**src/logic/me_fetch_pkg.sv**
```systemverilog
package me_fetch_pkg;

    localparam int BANK_DEPTH      = 23;  // Rows per block column
    localparam int NUM_BANKS       = 4;
    localparam int BLOCKS_PER_LINE = 6;   // Write slots per picture line
    localparam int CUR_ROWS        = 8;
    localparam int CUR_LOAD_OFFSET = 8;   // Row at which the current block is requested
    localparam int WORD_BYTES      = 8;

    typedef logic [7:0] pixel_t;

    // Leftmost pixel in the top byte
    typedef logic [63:0] row_word_t;

    // 23 pixels: two full words plus 7 pixels of a third
    typedef logic [183:0] win_row_t;

    typedef logic [$clog2(BANK_DEPTH)-1:0] bank_addr_t;
    typedef logic [NUM_BANKS-1:0]          bank_sel_t;   // One-hot
    typedef logic [31:0]                   mem_addr_t;
    typedef logic [9:0]                    slot_cnt_t;

    // Row 0 sits in the top bits
    typedef row_word_t [0:CUR_ROWS-1] cur_block_t;

    typedef enum logic [1:0] {
        ST_FILL,   // First three slots, window not complete yet
        ST_RUN,
        ST_DRAIN   // Extra slot, nothing written
    } ctrl_state_t;

    typedef struct packed {
        bank_addr_t row;
        win_row_t   pix;
    } ref_win_t;

endpackage
```
**src/logic/cur_buffer.sv**
```systemverilog
`timescale 1ns/10ps

module cur_buffer (
    input  logic                     clk,
    input  logic                     rst,
    input  logic                     en,
    input  logic                     next_block,
    input  me_fetch_pkg::row_word_t  cur_in,
    output me_fetch_pkg::mem_addr_t  cur_mem_addr,
    output me_fetch_pkg::cur_block_t cur_block,
    output logic                     cur_valid
);
    import me_fetch_pkg::*;

    logic                        loading;
    logic [$clog2(CUR_ROWS)-1:0] load_cnt;
    logic                        last_word;
    logic                        done;

    assign last_word = (load_cnt == ($clog2(CUR_ROWS))'(CUR_ROWS - 1));

    always_ff @(posedge clk) begin
        if (rst) begin
            loading      <= 1'b0;
            load_cnt     <= '0;
            done         <= 1'b0;
            cur_mem_addr <= '0;
        end else if (en) begin
            done <= loading && last_word;   // One cycle after the last word
            if (next_block) begin
                loading  <= 1'b1;
                load_cnt <= '0;
            end else if (loading) begin
                load_cnt     <= load_cnt + 1'b1;
                cur_mem_addr <= cur_mem_addr + mem_addr_t'(WORD_BYTES);
                if (last_word) begin
                    loading <= 1'b0;
                end
            end
        end
    end

    // Rows enter at the bottom and move up, so row 0 ends in the top word
    always_ff @(posedge clk) begin
        if (en && loading) begin
            cur_block <= {cur_block[1:CUR_ROWS-1], cur_in};
        end
    end

    assign cur_valid = done && en;

    // Slot spacing in fetch_ctrl leaves room for a full load
    a_no_overlap: assert property (@(posedge clk) disable iff (rst)
        next_block |-> !loading)
        else $error("next_block during a current block load");

endmodule

```
**config.mk**
```make
export PLATFORM = sky130hd
export DESIGN_NAME = cur_buffer
export DESIGN_NICKNAME = d
export VERILOG_FILES = /design/src/logic/me_fetch_pkg.sv /design/src/logic/cur_buffer.sv
export SDC_FILE = /design/constraint.sdc
export NUM_CORES = 1
export LEC_CHECK = 0
export ABC_AREA = 1
export BUFFER_PORTS_ARGS = -buffer_cell sky130_fd_sc_hd__buf_2
export CORE_AREA = 2 2 240 242
export CTS_CLUSTER_SIZE = 24
export DETAILED_ROUTE_END_ITERATION = 16
export DIE_AREA = 0 0 242 244
export GPL_ROUTABILITY_DRIVEN = 0
export GPL_TIMING_DRIVEN = 0
export HOLD_SLACK_MARGIN = 0.15
export SYNTH_ARGS = -nofsm -noshare
export SYNTH_HDL_FRONTEND = slang
export SYNTH_SLANG_ARGS = --single-unit
export TNS_END_PERCENT = 20
```
**constraint.sdc**
```tcl
create_clock -name clk -period 12.5 [get_ports clk]
set_input_delay 1.875 -clock clk [delete_from_list [all_inputs] [get_ports clk]]
set_output_delay 1.875 -clock clk [all_outputs]
set_load 0.01 [all_outputs]
```
==> summary.txt, run 1 <==
Worst setup path
  • Kind of end point of the critical path: primary output
  • CP max FO: 7
  • FF-to-FF path depth: 8
  • Setup CP Type: in2out
  • Type of origin of the critical path: input pin
  • WP data required: 10.62 ns
  • CP arrival: 2.32 ns

Timing
  • Slew headroom: 63.7%
  • Final Max Tran Viols: 0
  • Final setup vio count: 0
  • Crit path time final: about 4.2 ns
  • Final worst slack: a little over 8 ns
  • Skew final: 0.0271 ns
  • Final number of hold-violating endpoints: 0
  • Hold WS: between 0.4 and 0.5 ns
  • RSZ-0062 raised after global routing: no
  • Worst-Margin Slew: 0.543 ns
  • Max Freq: approximately 240 MHz
  • Final period util: 33.5%

Die
  • Initial Util: between 30% and 40%
  • Core Footprint: about 56000 sq um
  • # IOs: 613
  • Die span in x: 242 um
  • Die height: ~240 um
  • Num rows: 87
  • Die Area: a little under 60000 sq um

Synth
  • Synth cell types: 28
  • Seq/Total Area, Yosys: 93.1%
  • FF+latch count, synth: 546
  • EDFF count, synth: about 500
  • Top_reg_cell synth: edfxtp_1
  • Mapped Cells: around 800
  • Mapped Area: 17200 sq um
  • Mean Syn Cell Area: 21.7 sq um
  • Ys async rst share: 0%
  • Synth warnings: 0

Drt
  • # DRC: 0
  • Number of routed nets with antenna violations: 0
  • DR WL/cell: 19.1 um
  • Via density: approximately 4.2
  • DR pass1 iterations: 5
  • First DRT Iteration DRCs: 665
  • Drt total wl: 43.5 mm
  • Vias: 9583

Place
  • Port buffer count: approximately 610
  • Place WS: 7.90 ns
  • Placed insts: 2176
  • Hpwl dp: 32.7 mm

Worst hold path
  • Hold depth: 0
  • Hold Path Class: reg2reg

Power
  • Worst vdd ir: 0.117 mV
  • Combinational power share: 3.1%
  • P_int: 3.15 mW
  • Cell leakage power: between 8 and 9 nW
  • Switching part of the total: 20.5%
  • Sequential share of power: between 50% and 60%
  • Clk pwr share: between 40% and 50%
  • PwrDens: 169 nW/um^2
  • Overall power: between 3 and 4 mW
  • Psw: 0.811 mW

Global routing
  • Grt total ovfl: 0
  • Vias in the first global route: 9534
  • Antenna violations before repair: 4
  • First-pass GRT wire length: 61.8 mm
  • GRT Util Overall: roughly 14%
  • Pin count of the biggest net entering global routing: 49

Clocking
  • Clk root buf: clkbuf_16
  • Clock Sinks: 546
  • Max clock buf depth: 3
  • Hold Buf Count CTS: 0
  • Num CTS Buffers: 56
  • CTS clk-pin slew, worst paths: approximately 0.06 ns
  • Resized cells post-CTS: 0
  • CTS tree: yes
  • Setup repair bufs after CTS: 0
  • Clk Latency, worst-skew pair: roughly 0.61 ns
  • Max H-tree Level: 2

Job
  • Max_cap viols: 0

Layout
  • Share of cells above drive strength 1: 47.9%
  • Layout overhead on the synthesized area: 36.3%
  • Layout Utilization: 41.8%
  • Non-filler cells, final: 2283
  • Final nets: 1549

Outcome
  • Status: finished, final reports clean
[synthesized netlist by cell type (all sizes together), types with 2 or more instances]
library cell / n / area share, %
a21oi: 17 / 0.49
clkbuf: 2 / 0.044
nor2: 61 / 1.5
inv: 35 / 0.76
nand4: 7 / 0.25
edfxtp: 512 / 89
o21ai: 9 / 0.26
nand3: 27 / 0.96
nand2: 70 / 1.6
dfxtp: 34 / 3.9
ha: 3 / 0.22
buf: 5 / 0.24
nor3b: 2 / 0.087
nor3: 3 / 0.087
xor2: 2 / 0.10
and2: 2 / 0.073
[layer usage]
metal | track usage (%) | routed length (um)
met1 | 17.3 | 17200
met2 | 22.9 | 21700
met3 | 4.48 | 3160
met4 | 5.59 | 1460
met5 | 0 | 31
[cells by family (layout without fill, tap and decap cells)]
| group | after synthesis | after routing | share of synthesized area [%] |
|---|---|---|---|
| AO/OA/AOI/OAI | 28 | 28 | 0.835 |
| XOR/XNOR | 2 | 2 | 0.102 |
| adder cells (fa/ha/maj) | 3 | 3 | 0.218 |
| buffers and inverters | 42 | 770 | 1.05 |
| flip-flops | 546 | 546 | 93.1 |
| other | 1 | 4 | 0.0218 |
| AND/OR/NAND/NOR | 174 | 174 | 4.65 |
[through the flow]
step	setup TNS, ns	cell area, sq um
after global placement	-292.84	21200
after floorplan	0	17300
final	0	23500
after detailed placement	0	21500
after global routing	0	23500
after CTS	0	23500
[layout make-up]
cell class	count	area [sq um]
Clock buffer	66	1450
Clock inverter	40	549
Multi-Input combinational cell	210	1010
Timing Repair Buffer	622	3310
Tap cell	756	946
Buffer	7	48.8
Sequential cell	546	16100
Fill cell	5144	32700
Inverter	35	135
Antenna cell	1	2.50
[final timing paths]
path	start	slack, ns	end
max	en	8.31	cur_valid
min	cur_block[292]	0.43	cur_block[356]
max reg2reg	loading	9.55	cur_block[121]
min reg2reg	cur_block[292]	0.43	cur_block[356]
[registers in the layout (all words and copies together) (netlist names)]
| signal | flops |
|---|---|
| cur_block | 512 |
| cur_mem_addr | 29 |
| load_cnt | 3 |
| done | 1 |
| loading | 1 |
[worst max-delay path: stages]
cell and delay [ns]:
buf_2 0.19, nand2_1 0.07, inv_1 0.05, buf_2 0.12
[power by group through the flow]
stage          Sequential [mW]  Combinational (mW)  Clock (mW)
2_1_floorplan             2.14              0.0250           0
3_3_place_gp              2.13               0.115           0
3_5_place_dp              2.11               0.125           0
4_1_cts                   2.07               0.125        1.83
5_1_grt                   2.07               0.131        1.90
6_report                  2.07               0.123        1.78
[layout by cell type, fill, tap and decap left out, drive strengths merged]
cell / instances
ha: 3
nand2: 70
nand4: 7
nand3b: 1
o21a: 1
and2: 2
a31oi: 1
and3: 1
clkbuf: 68
conb: 3
o21ai: 9
clkinv: 21
dfxtp: 34
diode: 1
clkinvlp: 4
nor3: 3
a21oi: 17
nor3b: 2
edfxtp: 512
nor2: 61
inv: 39
xor2: 2
buf: 627
bufinv: 11
nand3: 27
No activity file was read; power rests on OpenSTA's default activity.
==> inputs of run 2 (changes only) <==
--- a/config.mk
+++ b/config.mk
@@ -7,10 +7,10 @@
 export LEC_CHECK = 0
 export ABC_AREA = 1
 export BUFFER_PORTS_ARGS = -buffer_cell sky130_fd_sc_hd__buf_2
-export CORE_AREA = 2 2 240 242
+export CORE_AREA = 2 2 237 239
 export CTS_CLUSTER_SIZE = 24
 export DETAILED_ROUTE_END_ITERATION = 16
-export DIE_AREA = 0 0 242 244
+export DIE_AREA = 0 0 239 241
 export GPL_ROUTABILITY_DRIVEN = 0
 export GPL_TIMING_DRIVEN = 0
 export HOLD_SLACK_MARGIN = 0.15
==> constraint.sdc (replaced) <==
create_clock -name clk -period 3.9 [get_ports clk]
set_input_delay 0.585 -clock clk [delete_from_list [all_inputs] [get_ports clk]]
set_output_delay 0.585 -clock clk [all_outputs]
set_load 0.01 [all_outputs]
==> run 2 against run 1 <==
- sequential share of layout area is 0.98 points lower
- clock skew fell by 0.0031 ns
- die area fell by 2.5%
- count of clock-buffer cells in the layout stayed put
- routed wire length up 3.7%
==> summary.txt, run 2 (synthesis gave the netlist of run 1 again) <==
Outcome
  • Status: finished, final reports clean

Layout
  • Commonest non-fill, non-tap cell in the layout: buf_2
  • Max FFs per register: 512 (unchanged)
  • Share of cells above drive strength 1: 45.7% (-2.2 points)
  • Leading cell types in the layout, fill and taps excluded: buf_2 (609), edfxtp_1 (512), nand2_1 (69), dlygate4sd3_1 (63), clkbuf_16 (58)
  • Top Registers: cur_block (512), cur_mem_addr (29), load_cnt (3)
  • Final Instance Area: 23800 sq um (+1.5%)
  • Layout Utilization: 43.5% (+1.6 points)
  • Non-filler cells, final: 2291 (+0.35%)
  • Layout overhead on the synthesized area: 38.3%
  • Top reg by flops: cur_block
  • Final nets: 1611 (+4.0%)

Clocking
  • Clock Sinks: 546 (unchanged)
  • Max H-tree Level: 2 (unchanged)
  • Resized cells post-CTS: 0 (unchanged)
  • Max clock buf depth: 3 (unchanged)
  • CTS tree: yes
  • Clk root buf: clkbuf_16
  • Num CTS Buffers: 56 (unchanged)
  • Setup repair bufs after CTS: 0 (unchanged)
  • CTS clk-pin slew, worst paths: 0.07 ns (about the same)
  • Clk Latency, worst-skew pair: 0.59 ns (-0.02 ns)

Place
  • Place WS: 0.675 ns (-7.23 ns)
  • Placed insts: 2123 (-2.4%)
  • Hpwl dp: 33.1 mm (+1.3%)
  • Port buffer count: 609 (unchanged)
  • Placed Area: 21400 sq um (-0.32%)

Timing
  • Final number of hold-violating endpoints: 0 (unchanged)
  • Slew headroom: 58.4% (-5.4 points)
  • Final worst slack: 0.984 ns (-7.33 ns)
  • Final Max Tran Viols: 0 (unchanged)
  • Crit path time final: a little under 3 ns
  • Final period util: about three quarters
  • Worst-Margin Slew: 0.623 ns (+0.0803 ns)
  • RSZ-0062 raised after global routing: no
  • Skew final: 0.0241 ns (-0.00309 ns)
  • Final setup vio count: 0 (unchanged)
  • Max Freq: 343 MHz

Global routing
  • First-pass GRT wire length: 62.0 mm (+0.31%)
  • Grt total ovfl: 0 (unchanged)
  • GRT Util Overall: 14.5% (+0.51 points)
  • Pin count of the biggest net entering global routing: 49 (unchanged)
  • Antenna violations before repair: 4 (unchanged)
  • Vias in the first global route: 9642 (+1.1%)

Worst hold path
  • Hold Path Class: in2reg

Job
  • Max_cap viols: 0 (unchanged)

Worst setup path
  • Critical Path Source: loading
  • FF-to-FF path depth: 7 (-1)
  • CP endpoint: cur_block[175]
  • CP max FO: 46 (+39)
  • Setup CP Type: reg2reg
  • CP arrival: 3.18 ns (+0.86 ns)
  • R2r setup slk: 0.98 ns (-8.57 ns)
  • Kind of end point of the critical path: flop
  • FF-to-FF End: cur_block[175]
  • Type of origin of the critical path: flop
  • Critical R2R Launch: loading
  • WP data required: 4.16 ns (-6.46 ns)

Drt
  • DR pass1 iterations: 6 (+1)
  • Via density: 4.32 (+2.8%)
  • First DRT Iteration DRCs: 622 (-6.5%)
  • DR WL/cell: 19.7 um (+3.3%)
  • Number of routed nets with antenna violations: 0 (unchanged)
  • # DRC: 0 (unchanged)
  • Vias: 9887 (+3.2%)
  • Drt total wl: 45.1 mm (+3.7%)

Power
  • Worst vdd ir: 0.361 mV (+210%)
  • PwrDens: 513 nW/um^2 (+200%)
  • Cell leakage power: 9.06 nW (+1.6%)

Die
  • Core Footprint: 54900 sq um (-2.3%)
  • Num rows: 86 (-1.1%)
  • Initial Util: 31.4% (+0.72 points)
  • Die height: 241 um (-1.2%)
  • Die span in x: 239 um (-1.2%)
  • # IOs: 613 (unchanged)
  • Die Area: 57600 sq um (-2.5%)
run 2: layout make-up:
type | instances | area (sq um)
Sequential cell | 546 | 16100
Tap cell | 704 | 881
Clock buffer | 66 | 1480
Antenna cell | 1 | 2.50
Multi-Input combinational cell | 210 | 1020
Clock inverter | 38 | 297
Timing Repair Buffer | 684 | 3930
Inverter | 35 | 135
Fill cell | 4915 | 31000
Buffer | 7 | 48.8
run 2: worst max-delay path, cell delays in order (launching register included):
cell and delay (ns):
dfxtp_1 0.51, nand2_8 0.09, clkinvlp_4 0.44, buf_12 0.29, buf_12 0.28, buf_12 0.29
buf_12 0.27, buf_12 0.28
run 2: worst min-delay path by stage:
stage,startpoint,cells past startpoint,to,slack [ns]
global placement,cur_block[321],0,cur_block[385],0.42
detailed placement,cur_block[77],0,cur_block[141],0.43
CTS,cur_in[12],1,cur_block[12],0.17
global route,cur_in[12],1,cur_block[12],0.19
floorplan,load_cnt[0],1,load_cnt[0],0.43
finish,cur_in[12],1,cur_block[12],0.21
run 2: metrics by stage:
stage,power [mW],hold slack [ns],TNS [ns]
after detailed placement,7.15,0.426,0
after global placement,7.21,0.425,-4109.32
after floorplan,6.95,0.429,-2473.24
final,12.2,0.207,0
after global routing,12.6,0.189,0
after CTS,12.4,0.174,0
run 2: what timing repair did:
item                                    in CTS  in global routing
endpoints found under the setup margin       0                  0
endpoints found under the hold margin       63                  0
hold buffers                                63                  0
run 2: layer usage:
layer	global-route usage, %	part of all wire [%]
met5	0	0
met3	3.21	6.8
met2	24.2	51
met1	18.3	39
met4	6.25	3.1
run 2: power breakdown:
part,switching [mW],internal (mW)
Sequential,0.0789,6.55
Combinational,0.265,0.179
Clock,2.23,2.92
