[src/logic/me_fetch_pkg.sv]
package me_fetch_pkg;

    localparam int BANK_DEPTH      = 23;  // Rows per block column
    localparam int NUM_BANKS       = 4;
    localparam int BLOCKS_PER_LINE = 6;   // Write slots per picture line
    localparam int CUR_ROWS        = 8;
    localparam int CUR_LOAD_OFFSET = 8;   // Row at which the current block is requested
    localparam int WORD_BYTES      = 8;

    typedef logic [7:0] pixel_t;

    // Leftmost pixel in the top byte
    typedef logic [63:0] row_word_t;

    // 23 pixels: two full words plus 7 pixels of a third
    typedef logic [183:0] win_row_t;

    typedef logic [$clog2(BANK_DEPTH)-1:0] bank_addr_t;
    typedef logic [NUM_BANKS-1:0]          bank_sel_t;   // One-hot
    typedef logic [31:0]                   mem_addr_t;
    typedef logic [9:0]                    slot_cnt_t;

    // Row 0 sits in the top bits
    typedef row_word_t [0:CUR_ROWS-1] cur_block_t;

    typedef enum logic [1:0] {
        ST_FILL,   // First three slots, window not complete yet
        ST_RUN,
        ST_DRAIN   // Extra slot, nothing written
    } ctrl_state_t;

    typedef struct packed {
        bank_addr_t row;
        win_row_t   pix;
    } ref_win_t;

endpackage
[src/logic/fetch_ctrl.sv]
`timescale 1ns/10ps

module fetch_ctrl (
    input  logic                     clk,
    input  logic                     rst,
    input  logic                     en,
    output me_fetch_pkg::bank_addr_t bank_addr,
    output me_fetch_pkg::bank_sel_t  bank_we,
    output me_fetch_pkg::bank_sel_t  read_sel,
    output me_fetch_pkg::mem_addr_t  ref_mem_addr,
    output logic                     ref_valid,
    output me_fetch_pkg::bank_addr_t win_row,
    output logic                     next_block
);
    import me_fetch_pkg::*;

    ctrl_state_t state;
    slot_cnt_t   slot;
    bank_sel_t   wr_ptr;
    logic        slot_end;
    logic        valid_q;

    assign slot_end = (bank_addr == bank_addr_t'(BANK_DEPTH - 1));

    // Row counter, shared address of all banks
    always_ff @(posedge clk) begin
        if (rst) begin
            bank_addr <= '0;
        end else if (en) begin
            bank_addr <= slot_end ? '0 : bank_addr + 1'b1;
        end
    end

    // Line phases
    // Fill covers the first NUM_BANKS-1 slots, drain adds one slot after the last write
    always_ff @(posedge clk) begin
        if (rst) begin
            state  <= ST_FILL;
            slot   <= '0;
            wr_ptr <= bank_sel_t'(1);
        end else if (en && slot_end) begin
            case (state)
                ST_FILL: begin
                    slot   <= slot + 1'b1;
                    wr_ptr <= {wr_ptr[NUM_BANKS-2:0], wr_ptr[NUM_BANKS-1]};
                    if (slot == slot_cnt_t'(NUM_BANKS - 2)) begin
                        state <= ST_RUN;
                    end
                end
                ST_RUN: begin
                    slot   <= slot + 1'b1;
                    wr_ptr <= {wr_ptr[NUM_BANKS-2:0], wr_ptr[NUM_BANKS-1]};
                    if (slot == slot_cnt_t'(BLOCKS_PER_LINE - 1)) begin
                        state <= ST_DRAIN;
                    end
                end
                ST_DRAIN: begin
                    slot   <= '0;
                    wr_ptr <= bank_sel_t'(1);   // New line restarts at bank 0
                    state  <= ST_FILL;
                end
                default: begin
                    state <= ST_FILL;
                end
            endcase
        end
    end

    assign bank_we = (state == ST_DRAIN) ? '0 : wr_ptr;

    // Read side trails by one cycle to line up with bank data
    always_ff @(posedge clk) begin
        if (rst) begin
            read_sel <= '0;
            valid_q  <= 1'b0;
        end else if (en) begin
            read_sel <= wr_ptr;
            valid_q  <= (state != ST_FILL);
        end
    end

    always_ff @(posedge clk) begin
        if (en) begin
            win_row <= bank_addr;
        end
    end

    assign ref_valid = valid_q && en;

    // One word per written row, frozen through the drain slot
    always_ff @(posedge clk) begin
        if (rst) begin
            ref_mem_addr <= '0;
        end else if (en && state != ST_DRAIN) begin
            ref_mem_addr <= ref_mem_addr + mem_addr_t'(WORD_BYTES);
        end
    end

    assign next_block = en && (state != ST_FILL) &&
                        (bank_addr == bank_addr_t'(CUR_LOAD_OFFSET));

    a_we_onehot: assert property (@(posedge clk) disable iff (rst)
        $onehot0(bank_we))
        else $error("bank_we not one-hot: %b", bank_we);

    a_addr_range: assert property (@(posedge clk) disable iff (rst)
        bank_addr <= bank_addr_t'(BANK_DEPTH - 1))
        else $error("bank_addr out of range: %0d", bank_addr);

endmodule

[config.mk]
export PLATFORM = sky130hd
export DESIGN_NAME = fetch_ctrl
export DESIGN_NICKNAME = d
export VERILOG_FILES = /design/src/logic/me_fetch_pkg.sv /design/src/logic/fetch_ctrl.sv
export SDC_FILE = /design/constraint.sdc
export NUM_CORES = 1
export LEC_CHECK = 0
export ABC_AREA = 1
export BUFFER_PORTS_ARGS = -buffer_cell sky130_fd_sc_hd__buf_2
export CAP_MARGIN = 20
export CORE_AREA = 3 3 80 82
export DETAILED_ROUTE_END_ITERATION = 6
export DIE_AREA = 0 0 83 85
export PLACE_DENSITY = 0.74
export SYNTH_ARGS = -nofsm -noshare
export SYNTH_HDL_FRONTEND = slang
export SYNTH_SLANG_ARGS = --single-unit
[constraint.sdc]
create_clock -name clk -period 1.85 [get_ports clk]
set_input_delay 0.185 -clock clk [delete_from_list [all_inputs] [get_ports clk]]
set_output_delay 0.185 -clock clk [all_outputs]
set_load 0.01 [all_outputs]
==> summary.md, run 1 <==
The run finished with clean final reports. Entering global routing, the biggest net connects 17 pins. For the final database, setup skew stands at 0.00852 ns. The tools report the via count as 2788. After Yosys synthesis, full adders, half adders and majority gates account for 2.96% of the synthesized area. TritonCTS built the clock tree. Synthesis instantiated 31 different standard cells from the library. The first global-routing pass estimated 11.7 mm of wire. For this run, the leading register cell type out of synthesis is sky130_fd_sc_hd__dfxtp_1.

In this run, CTS created clock tree buffers numbering 9. Registers are responsible for 52.9% of the overall power. The total overflow left after global routing is 0. Traced cell by cell, the critical path runs through ha_1 > nand3_1 > nor2_4 > nand2_2 > inv_1 > nand2_1 > xor2_1 > nor2_1. Summed over all cells, the static leakage comes to 1.53 nW. The critical path starts at bank_addr[1]$_SDFFE_PP0P_. The net switching fraction of the power was 24.2%; the maximum fanout count along the critical path was 13. The tools report the capturing instance or port of the critical path as slot[5]$_SDFFE_PP0P_. Ranked by total cell area, the synthesized netlist is headed by sky130_fd_sc_hd__dfxtp_1, sky130_fd_sc_hd__nand2_1, sky130_fd_sc_hd__nor2_1. The share of post-route cells with drive strength above 1 works out to 17.7%. For this block, the initial DRC count from the detailed router was 102.

Final count of hold timing violations: 0. The number of nets with antenna violations after routing is 0, and the total of max-cap violations is 0. For this run, design rule violations remaining after detail routing come to 0.

Measured along the x axis, the die boundary spans 83 um. For this run, the post-layout net count is 485. Once the floorplan was initialized, standard cells occupied 50.8% of the core.

The clock period could shrink to 1.65 ns. For the internal cell power, the log shows 1.93 mW. In this run the standard cell core region covers 0.00582 sq mm. The total number of H-tree levels is 3. Once the clock tree was built, the resizer swapped 0 gates to a different size.

The instance count on the critical path was 8; the post-synthesis to final-layout area growth was 17.5%. Among cell families on the critical path, the largest total delay comes from simple AND/OR/NAND/NOR gates. Setup repair after global routing left no endpoint under its margin. Number of input and output port buffers inserted: 51. In this run the critical register-to-register path is launched from bank_addr[1]$_SDFFE_PP0P_. After legalization and detailed placement, the total HPWL measured 5.06 mm. The final period utilization is 89.4%. The worst path buffer plus inverter count works out to 1. The critical path is of the flop to flop type.

For this run, the top clock speed supported by timing is 604 MHz. The number of synthesized flops with an enable pin came out at 5. The worst setup path is captured at a flop. The cell area that synthesis handed to floorplanning was 0.00295 sq mm.

The synthesized design contains 60 register bits. The die height is 85 um. Counting cells, the worst reg-to-reg path comes to 8. The logs give 6.21% for the met3 usage in global routing and 417 for the instance count of the mapped netlist.

Setup violations remaining at the end of the flow were counted as 0. Summed over its instances, the top area cell type makes up 37.3% of the synthesized netlist area. Combinational logic is responsible for 4.6% of the overall power.

During I/O placement, the number of pins put on the boundary was 55. Using the TritonRoute via totals, the vias-per-cell ratio works out to 5.02. The xor-xnor portion of the synthesized cell area was 2.67%; the worst setup slack for register-to-register paths was 0.20 ns. The die covers 0.00706 sq mm. The logs give 34.2% for the global-route track usage on met2 and 0 for the initial antenna violation count. The commonest cells after synthesis are sky130_fd_sc_hd__nand2_1, sky130_fd_sc_hd__nor2_1, sky130_fd_sc_hd__dfxtp_1, sky130_fd_sc_hd__inv_1, sky130_fd_sc_hd__a21oi_1. In this run the core area contains 28 standard-cell rows. The clock passes through at most 2 buffers. Reg-to-reg endpoint: slot[5]$_SDFFE_PP0P_.

The logs give 0 for the post-CTS setup buffer count and 2.08 ns for the required time of the critical path. Post-synthesis share of cell area spent on and, or, nand and nor gates: 33.8%. For the number of clock sinks seen by CTS, the log shows 60.

The maximum vdd drop came out at 0.000452 V. In the final routed layout, each cell accounts on average for 12.4 um. The filler cells instantiated in the layout total 568.

The post-synthesis sequential area ratio is 42.4%, and the largest incremental delay on the critical path is 0.43 ns. For the footprint of the flip-flops and latches, the log shows 0.00125 sq mm. Among all stages on the critical path, the largest delay is contributed by sky130_fd_sc_hd__dfxtp_1.

met2 is the most crowded layer. The run gives 2649 as the number of global-route vias before repair. The worst hold path belongs to the class input pin to flop.

The largest total area in the synthesized netlist belongs to sky130_fd_sc_hd__dfxtp_1. The share of the synthesized area in compound gates (AO/OA/AOI/OAI) works out to 9.11%. Global routing used 24.0% of the available met1 tracks. The tools report the worst path arrival time as 1.88 ns.

The main combinational cell family by area after synthesis was simple AND/OR/NAND/NOR gates. Overall power consumption after layout is estimated at 2.54 mW. The count of yosys warnings during synthesis came out at 0.

Summing all multi-input logic gate instances after layout gives 0.00145 sq mm. In the synthesized netlist the async set-or-reset flop fraction comes to 0%. The final layout contains routed wiring with a total length of 6.89 mm. The cell chosen for the clock root was sky130_fd_sc_hd__clkbuf_8.

After clock tree synthesis, the clock-pin slew on the worst setup and hold paths is 0.07 ns. For this design the ratio of total power to cell area is 732 mW/mm^2. Yosys instantiated no cell more often than sky130_fd_sc_hd__nand2_1. The number of hold buffers added after CTS was 0. Of the post-synthesis cell area, the part taken by muxes is 0%. Clock share of power: 42.5%. A synthesized cell averages 7.08 sq um.

The antenna cell count was 0. The global-route usage over all layers is 20.1%, and the worst-skew pair later-pin latency is 0.34 ns. The tools report the routability congestion estimate as 0.854.

The net switching power is 0.616 mW, and the setup TNS after final layout is 0 ns. The tools report the count of final max-slew check failures as 0. Sort of element at the start of the critical path: a flop. The run gives 4 as the first-pass detailed-route iteration total.
## kinds of logic (layout without fill, tap and decap cells)
group	count (synthesis)	count (layout)
flip-flops	60	60
other	1	3
adder cells (fa/ha/maj)	7	7
AND/OR/NAND/NOR	225	225
buffers and inverters	66	127
AO/OA/AOI/OAI	49	49
XOR/XNOR	9	9
## cell usage in the layout (no fill, tap or decap), types with 5 or more instances in the layout
| cell type | n |
|---|---|
| sky130_fd_sc_hd__nand4_1 | 12 |
| sky130_fd_sc_hd__nand3_1 | 28 |
| sky130_fd_sc_hd__buf_4 | 5 |
| sky130_fd_sc_hd__xor2_1 | 6 |
| sky130_fd_sc_hd__nor2_1 | 74 |
| sky130_fd_sc_hd__inv_1 | 53 |
| sky130_fd_sc_hd__edfxtp_1 | 5 |
| sky130_fd_sc_hd__a21oi_1 | 29 |
| sky130_fd_sc_hd__o21ai_0 | 13 |
| sky130_fd_sc_hd__clkbuf_8 | 11 |
| sky130_fd_sc_hd__dfxtp_1 | 55 |
| sky130_fd_sc_hd__buf_2 | 51 |
| sky130_fd_sc_hd__ha_1 | 7 |
| sky130_fd_sc_hd__nor3b_1 | 5 |
| sky130_fd_sc_hd__nand2_1 | 85 |
| sky130_fd_sc_hd__nor3_1 | 10 |
## metrics by stage
step	worst slack [ns]	cell area, sq um	util [%]	cells	hold WS [ns]
6_report	0.196	3470	59.7	555	0.222
5_1_grt	0.0454	3470	59.7	555	0.229
4_1_cts	0.196	3470	59.7	555	0.207
3_5_place_dp	0.242	3290	56.6	539	0.461
3_3_place_gp	0.310	3290	56.6	539	0.455
2_1_floorplan	0.370	2960	-	419	0.297
## layout make-up
class                   instances  share of cell area [%]
flip-flops and latches         60                    36.1
clock buffers                  12                    4.47
inverters                      55                    5.95
well taps                      75                    2.70
repair buffers                 56                    8.44
clock inverters                 4                   0.721
multi-input cells             293                    41.7
## state kept, by name, indices dropped and copies added (netlist names)
register and count:
valid_q 1, win_row 5, read_sel 4, slot 10, bank_addr 5, state 2, wr_ptr 4, ref_mem_addr 29
## layer usage
metal | up-vias | wire length (um)
met5 | - | 0
met4 | 0 | 63
met3 | 6 | 365
met2 | 72 | 3310
met1 | 1266 | 3150
li1 | 1444 | -
## power by group through the flow
| stage | Combinational [mW] | Sequential [mW] | Clock, mW |
|---|---|---|---|
| 3_3_place_gp | 0.117 | 1.37 | 0 |
| 5_1_grt | 0.135 | 1.35 | 1.17 |
| 3_5_place_dp | 0.119 | 1.37 | 0 |
| 6_report | 0.118 | 1.34 | 1.08 |
| 4_1_cts | 0.119 | 1.34 | 1.11 |
| 2_1_floorplan | 0.0702 | 1.38 | 0 |
## how the worst min path moves through the flow
stage	from	cells after the start	to	slack, ns
after floorplan	en	0	win_row[0]$_DFFE_PP_	0.30
after global placement	valid_q$_SDFFE_PP0P_	2	valid_q$_SDFFE_PP0P_	0.45
after CTS	en	2	read_sel[3]$_SDFFE_PP0P_	0.21
after detailed placement	wr_ptr[1]$_SDFFE_PP0P_	2	wr_ptr[1]$_SDFFE_PP0P_	0.46
final	en	2	read_sel[3]$_SDFFE_PP0P_	0.22
after global routing	en	2	read_sel[3]$_SDFFE_PP0P_	0.23
Power figures use the tool's default switching activity.
==> inputs of run 2 (changes only) <==
==> constraint.sdc (replaced) <==
create_clock -name clk -period 1.85 [get_ports clk]
set_input_delay 0.555 -clock clk [delete_from_list [all_inputs] [get_ports clk]]
set_output_delay 0.555 -clock clk [all_outputs]
set_load 0.01 [all_outputs]
==> run 2 against run 1 <==
  * Combinational power is 16% higher
  * Clock power is 6% higher
  * Cell count increased by 1.1%
  * Register-to-register slack about the same
  * Power increased by 3.6%
  * Clock-buffer cell count fell by 3
  * Routed wire length fell by 0.57%
  * Non-clock buffer count rose by 6
  * Die area did not move
  * Global-route usage barely moved
  * Critical path type is now flop to primary output
  * Critical endpoint is now next_block
  * Largest cell class unchanged
  * Highest routed layer unchanged
==> summary.md, run 2 (same netlist as run 1, synthesis figures left out) <==
The worst hold path stage count is 2, and the clock skew after layout is 0.00634 ns. The maximum number of pins on one net before global-route repair is 14, and the overall die area is 0.00706 sq mm. The via count was 2801; the number of I/O pins was 55.

Initial antenna violation count: 0. The post-synthesis to final-layout area growth was 21.1%; the number of buffers added by the clock tree synthesis step was 9. Number of input and output port buffers inserted: 51. The slowest cell on the critical path is sky130_fd_sc_hd__dfxtp_4. For the number of global-route vias before repair, the log shows 2721. Setup slack closes at 0.0111 ns. The number of antenna diodes in the final layout is 0.

For this run, the total global-route usage over all layers was measured as 20.2%. The sum of routed wire length over all layers was 6.85 mm. The final critical path time including I/O delays and setup was 1.84 ns. The wire length of the first global-routing pass was 11.7 mm; the share of post-route cells with drive strength above 1 was 21.4%.

The critical path launch point is bank_addr[1]$_SDFFE_PP0P_. No sink is reached through more buffers than the 2 on the longest clock path. The tools report the routability congestion estimate as 0.893. The tools report the HPWL after detailed placement as 5.06 mm. Summed over all layers, the global routing overflow is 0. The largest single stage delay on the critical path is 0.36 ns. The later pin in the worst-skew pair is clocked with a latency of 0.34 ns. The tools report the startpoint of the worst hold path as valid_q$_SDFFE_PP0P_.

The detailed router's first-iteration violation count is 115, and the depth of the most critical reg-to-reg path is 8. The critical path goes through inv_4 > ha_4 > nand2_2 > nor4_2 > buf_2. The top cell types in the final layout, fill and taps aside, are sky130_fd_sc_hd__nand2_1, sky130_fd_sc_hd__nor2_1, sky130_fd_sc_hd__dfxtp_1, sky130_fd_sc_hd__buf_2, sky130_fd_sc_hd__inv_1.

Based on the critical path, the design can be clocked at up to 544 MHz. TritonCTS built the clock tree. Setup repair after global routing could not meet its margin everywhere. Cell chosen for the clock root: sky130_fd_sc_hd__clkbuf_8.

The analysis attributes to cell leakage a power of 1.56 nW. Dividing the detail-routed via count by the number of cells gives 4.99. Final period utilization: 99.4%. For this run, design rule violations remaining after detail routing come to 0.

The tools report the kind of capture point of the worst setup path as a primary output. Counting flops per register, the top entry is ref_mem_addr. After the last flow step, the layout net total stands at 491. The critical setup path kind is flop to primary output.

The final count of hold timing violations was 0. With fillers left out, the area of the finished cells amounts to 0.00358 sq mm. Dividing total power by cell area gives a power density of 736 mW/mm^2. The total number of H-tree levels is 3.

After detailed placement, the total cell area comes to 0.00330 sq mm. For the count of final max-slew check failures, the log shows 0. In the final layout, the registers with the most flip-flops are ref_mem_addr: 29 flops, slot: 10 flops. For the total of max-cap violations, the log shows 0. The floorplan has 28 rows.

Measured along the x axis, the die boundary spans 83 um. After detailed routing, the average wire length per cell comes to 12.2 um. Once the floorplan was initialized, standard cells occupied 50.8% of the core. Data arrives at the worst endpoint at 1.28 ns. Count of final setup violators: 0. The library cell used most frequently in the layout, excluding fill and tap cells, is sky130_fd_sc_hd__nand2_1. The first detailed-routing pass took 4 iterations.

For the area of the core region, the log shows 0.00582 sq mm. Once detail routing completed, the nets flagged for antenna violations numbered 0. The run gives 60 as the number of clock sinks seen by CTS. The worst setup path is launched from a flop. The tightest min-delay check is of the flop to flop type. Data on the critical path is required at its endpoint by 1.29 ns. The register with the most flip-flops in the layout has 29 of them. The startpoint of the worst register-to-register path is ref_mem_addr[4]$_SDFFE_PP0P_. Of all nets on the critical path, the largest fanout is 2.

The run finished with clean final reports. The worst-case IR drop observed on VDD is 0.000382 V. The register clock-pin slew on the reported worst setup and hold paths is 0.07 ns.

OpenSTA, run right after detailed placement, puts the worst setup slack at 0.0932 ns. The die is 85 um tall.
[run 2: changes by cell type in the layout (fill, tap and decap cells not counted), sizes merged]
| cell | delta |
|---|---|
| buf | +6 |
| bufinv | +1 |
| clkbuf | -3 |
| clkinv | +2 |
[run 2: layout make-up]
| cell class | count | area, sq um |
|---|---|---|
| Inverter | 55 | 211 |
| Sequential cell | 60 | 1260 |
| Fill cell | 553 | 2240 |
| Multi-Input combinational cell | 293 | 1480 |
| Timing Repair Buffer | 62 | 338 |
| Clock inverter | 7 | 67.6 |
| Tap cell | 75 | 93.8 |
| Clock buffer | 9 | 124 |
[run 2: metal layers]
| metal | GRT usage, % | share of wire, % | wire, um | up-vias |
|---|---|---|---|---|
| met5 | 0 | 0 | 0 | - |
| met4 | 9.66 | 1.8 | 124 | 0 |
| met3 | 3.69 | 4.7 | 323 | 14 |
| met2 | 34.5 | 49 | 3370 | 66 |
| met1 | 24.6 | 44 | 3030 | 1263 |
| li1 | - | - | - | 1458 |
[run 2: timing repair]
action,in CTS,in global routing
pin swaps,1,2
endpoints found under the hold margin,0,0
buffers inserted,4,1
resized for setup,10,9
setup endpoints to repair,5,2
hold buffers,0,0
[run 2: path summary, 6_finish.rpt]
path / to / slack [ns]
setup / recovery: next_block / 0.01
hold reg to reg: valid_q$_SDFFE_PP0P_ / 0.47
hold / removal: valid_q$_SDFFE_PP0P_ / 0.47
setup reg to reg: ref_mem_addr[25]$_SDFFE_PP0P_ / 0.21
[run 2: where the power goes]
group / switching, mW / internal (mW)
sequential: 0.0141 / 1.33
combinational: 0.0844 / 0.0523
clock: 0.541 / 0.614
[run 2: critical path: cells and delay by family (launching register included)]
| kind | cells | cell delay (ns) |
|---|---|---|
| and+or+nand+nor | 2 | 0.24 |
| DFF | 1 | 0.36 |
| adders and majority gates | 1 | 0.12 |
| buffers and inverters | 2 | 0.22 |
[run 2: metrics by stage]
| step | hold WS, ns | std cells | util, % | setup TNS, ns | power, mW |
|---|---|---|---|---|---|
| CTS | 0.460 | 560 | 60.9 | 0 | 2.64 |
| global placement | 0.467 | 540 | 56.8 | 0 | 1.49 |
| detailed placement | 0.463 | 540 | 56.8 | 0 | 1.49 |
| global route | 0.480 | 561 | 61.5 | -0.0636 | 2.73 |
| floorplan | 0.444 | 419 | - | 0 | 1.45 |
| finish | 0.471 | 561 | 61.5 | 0 | 2.63 |
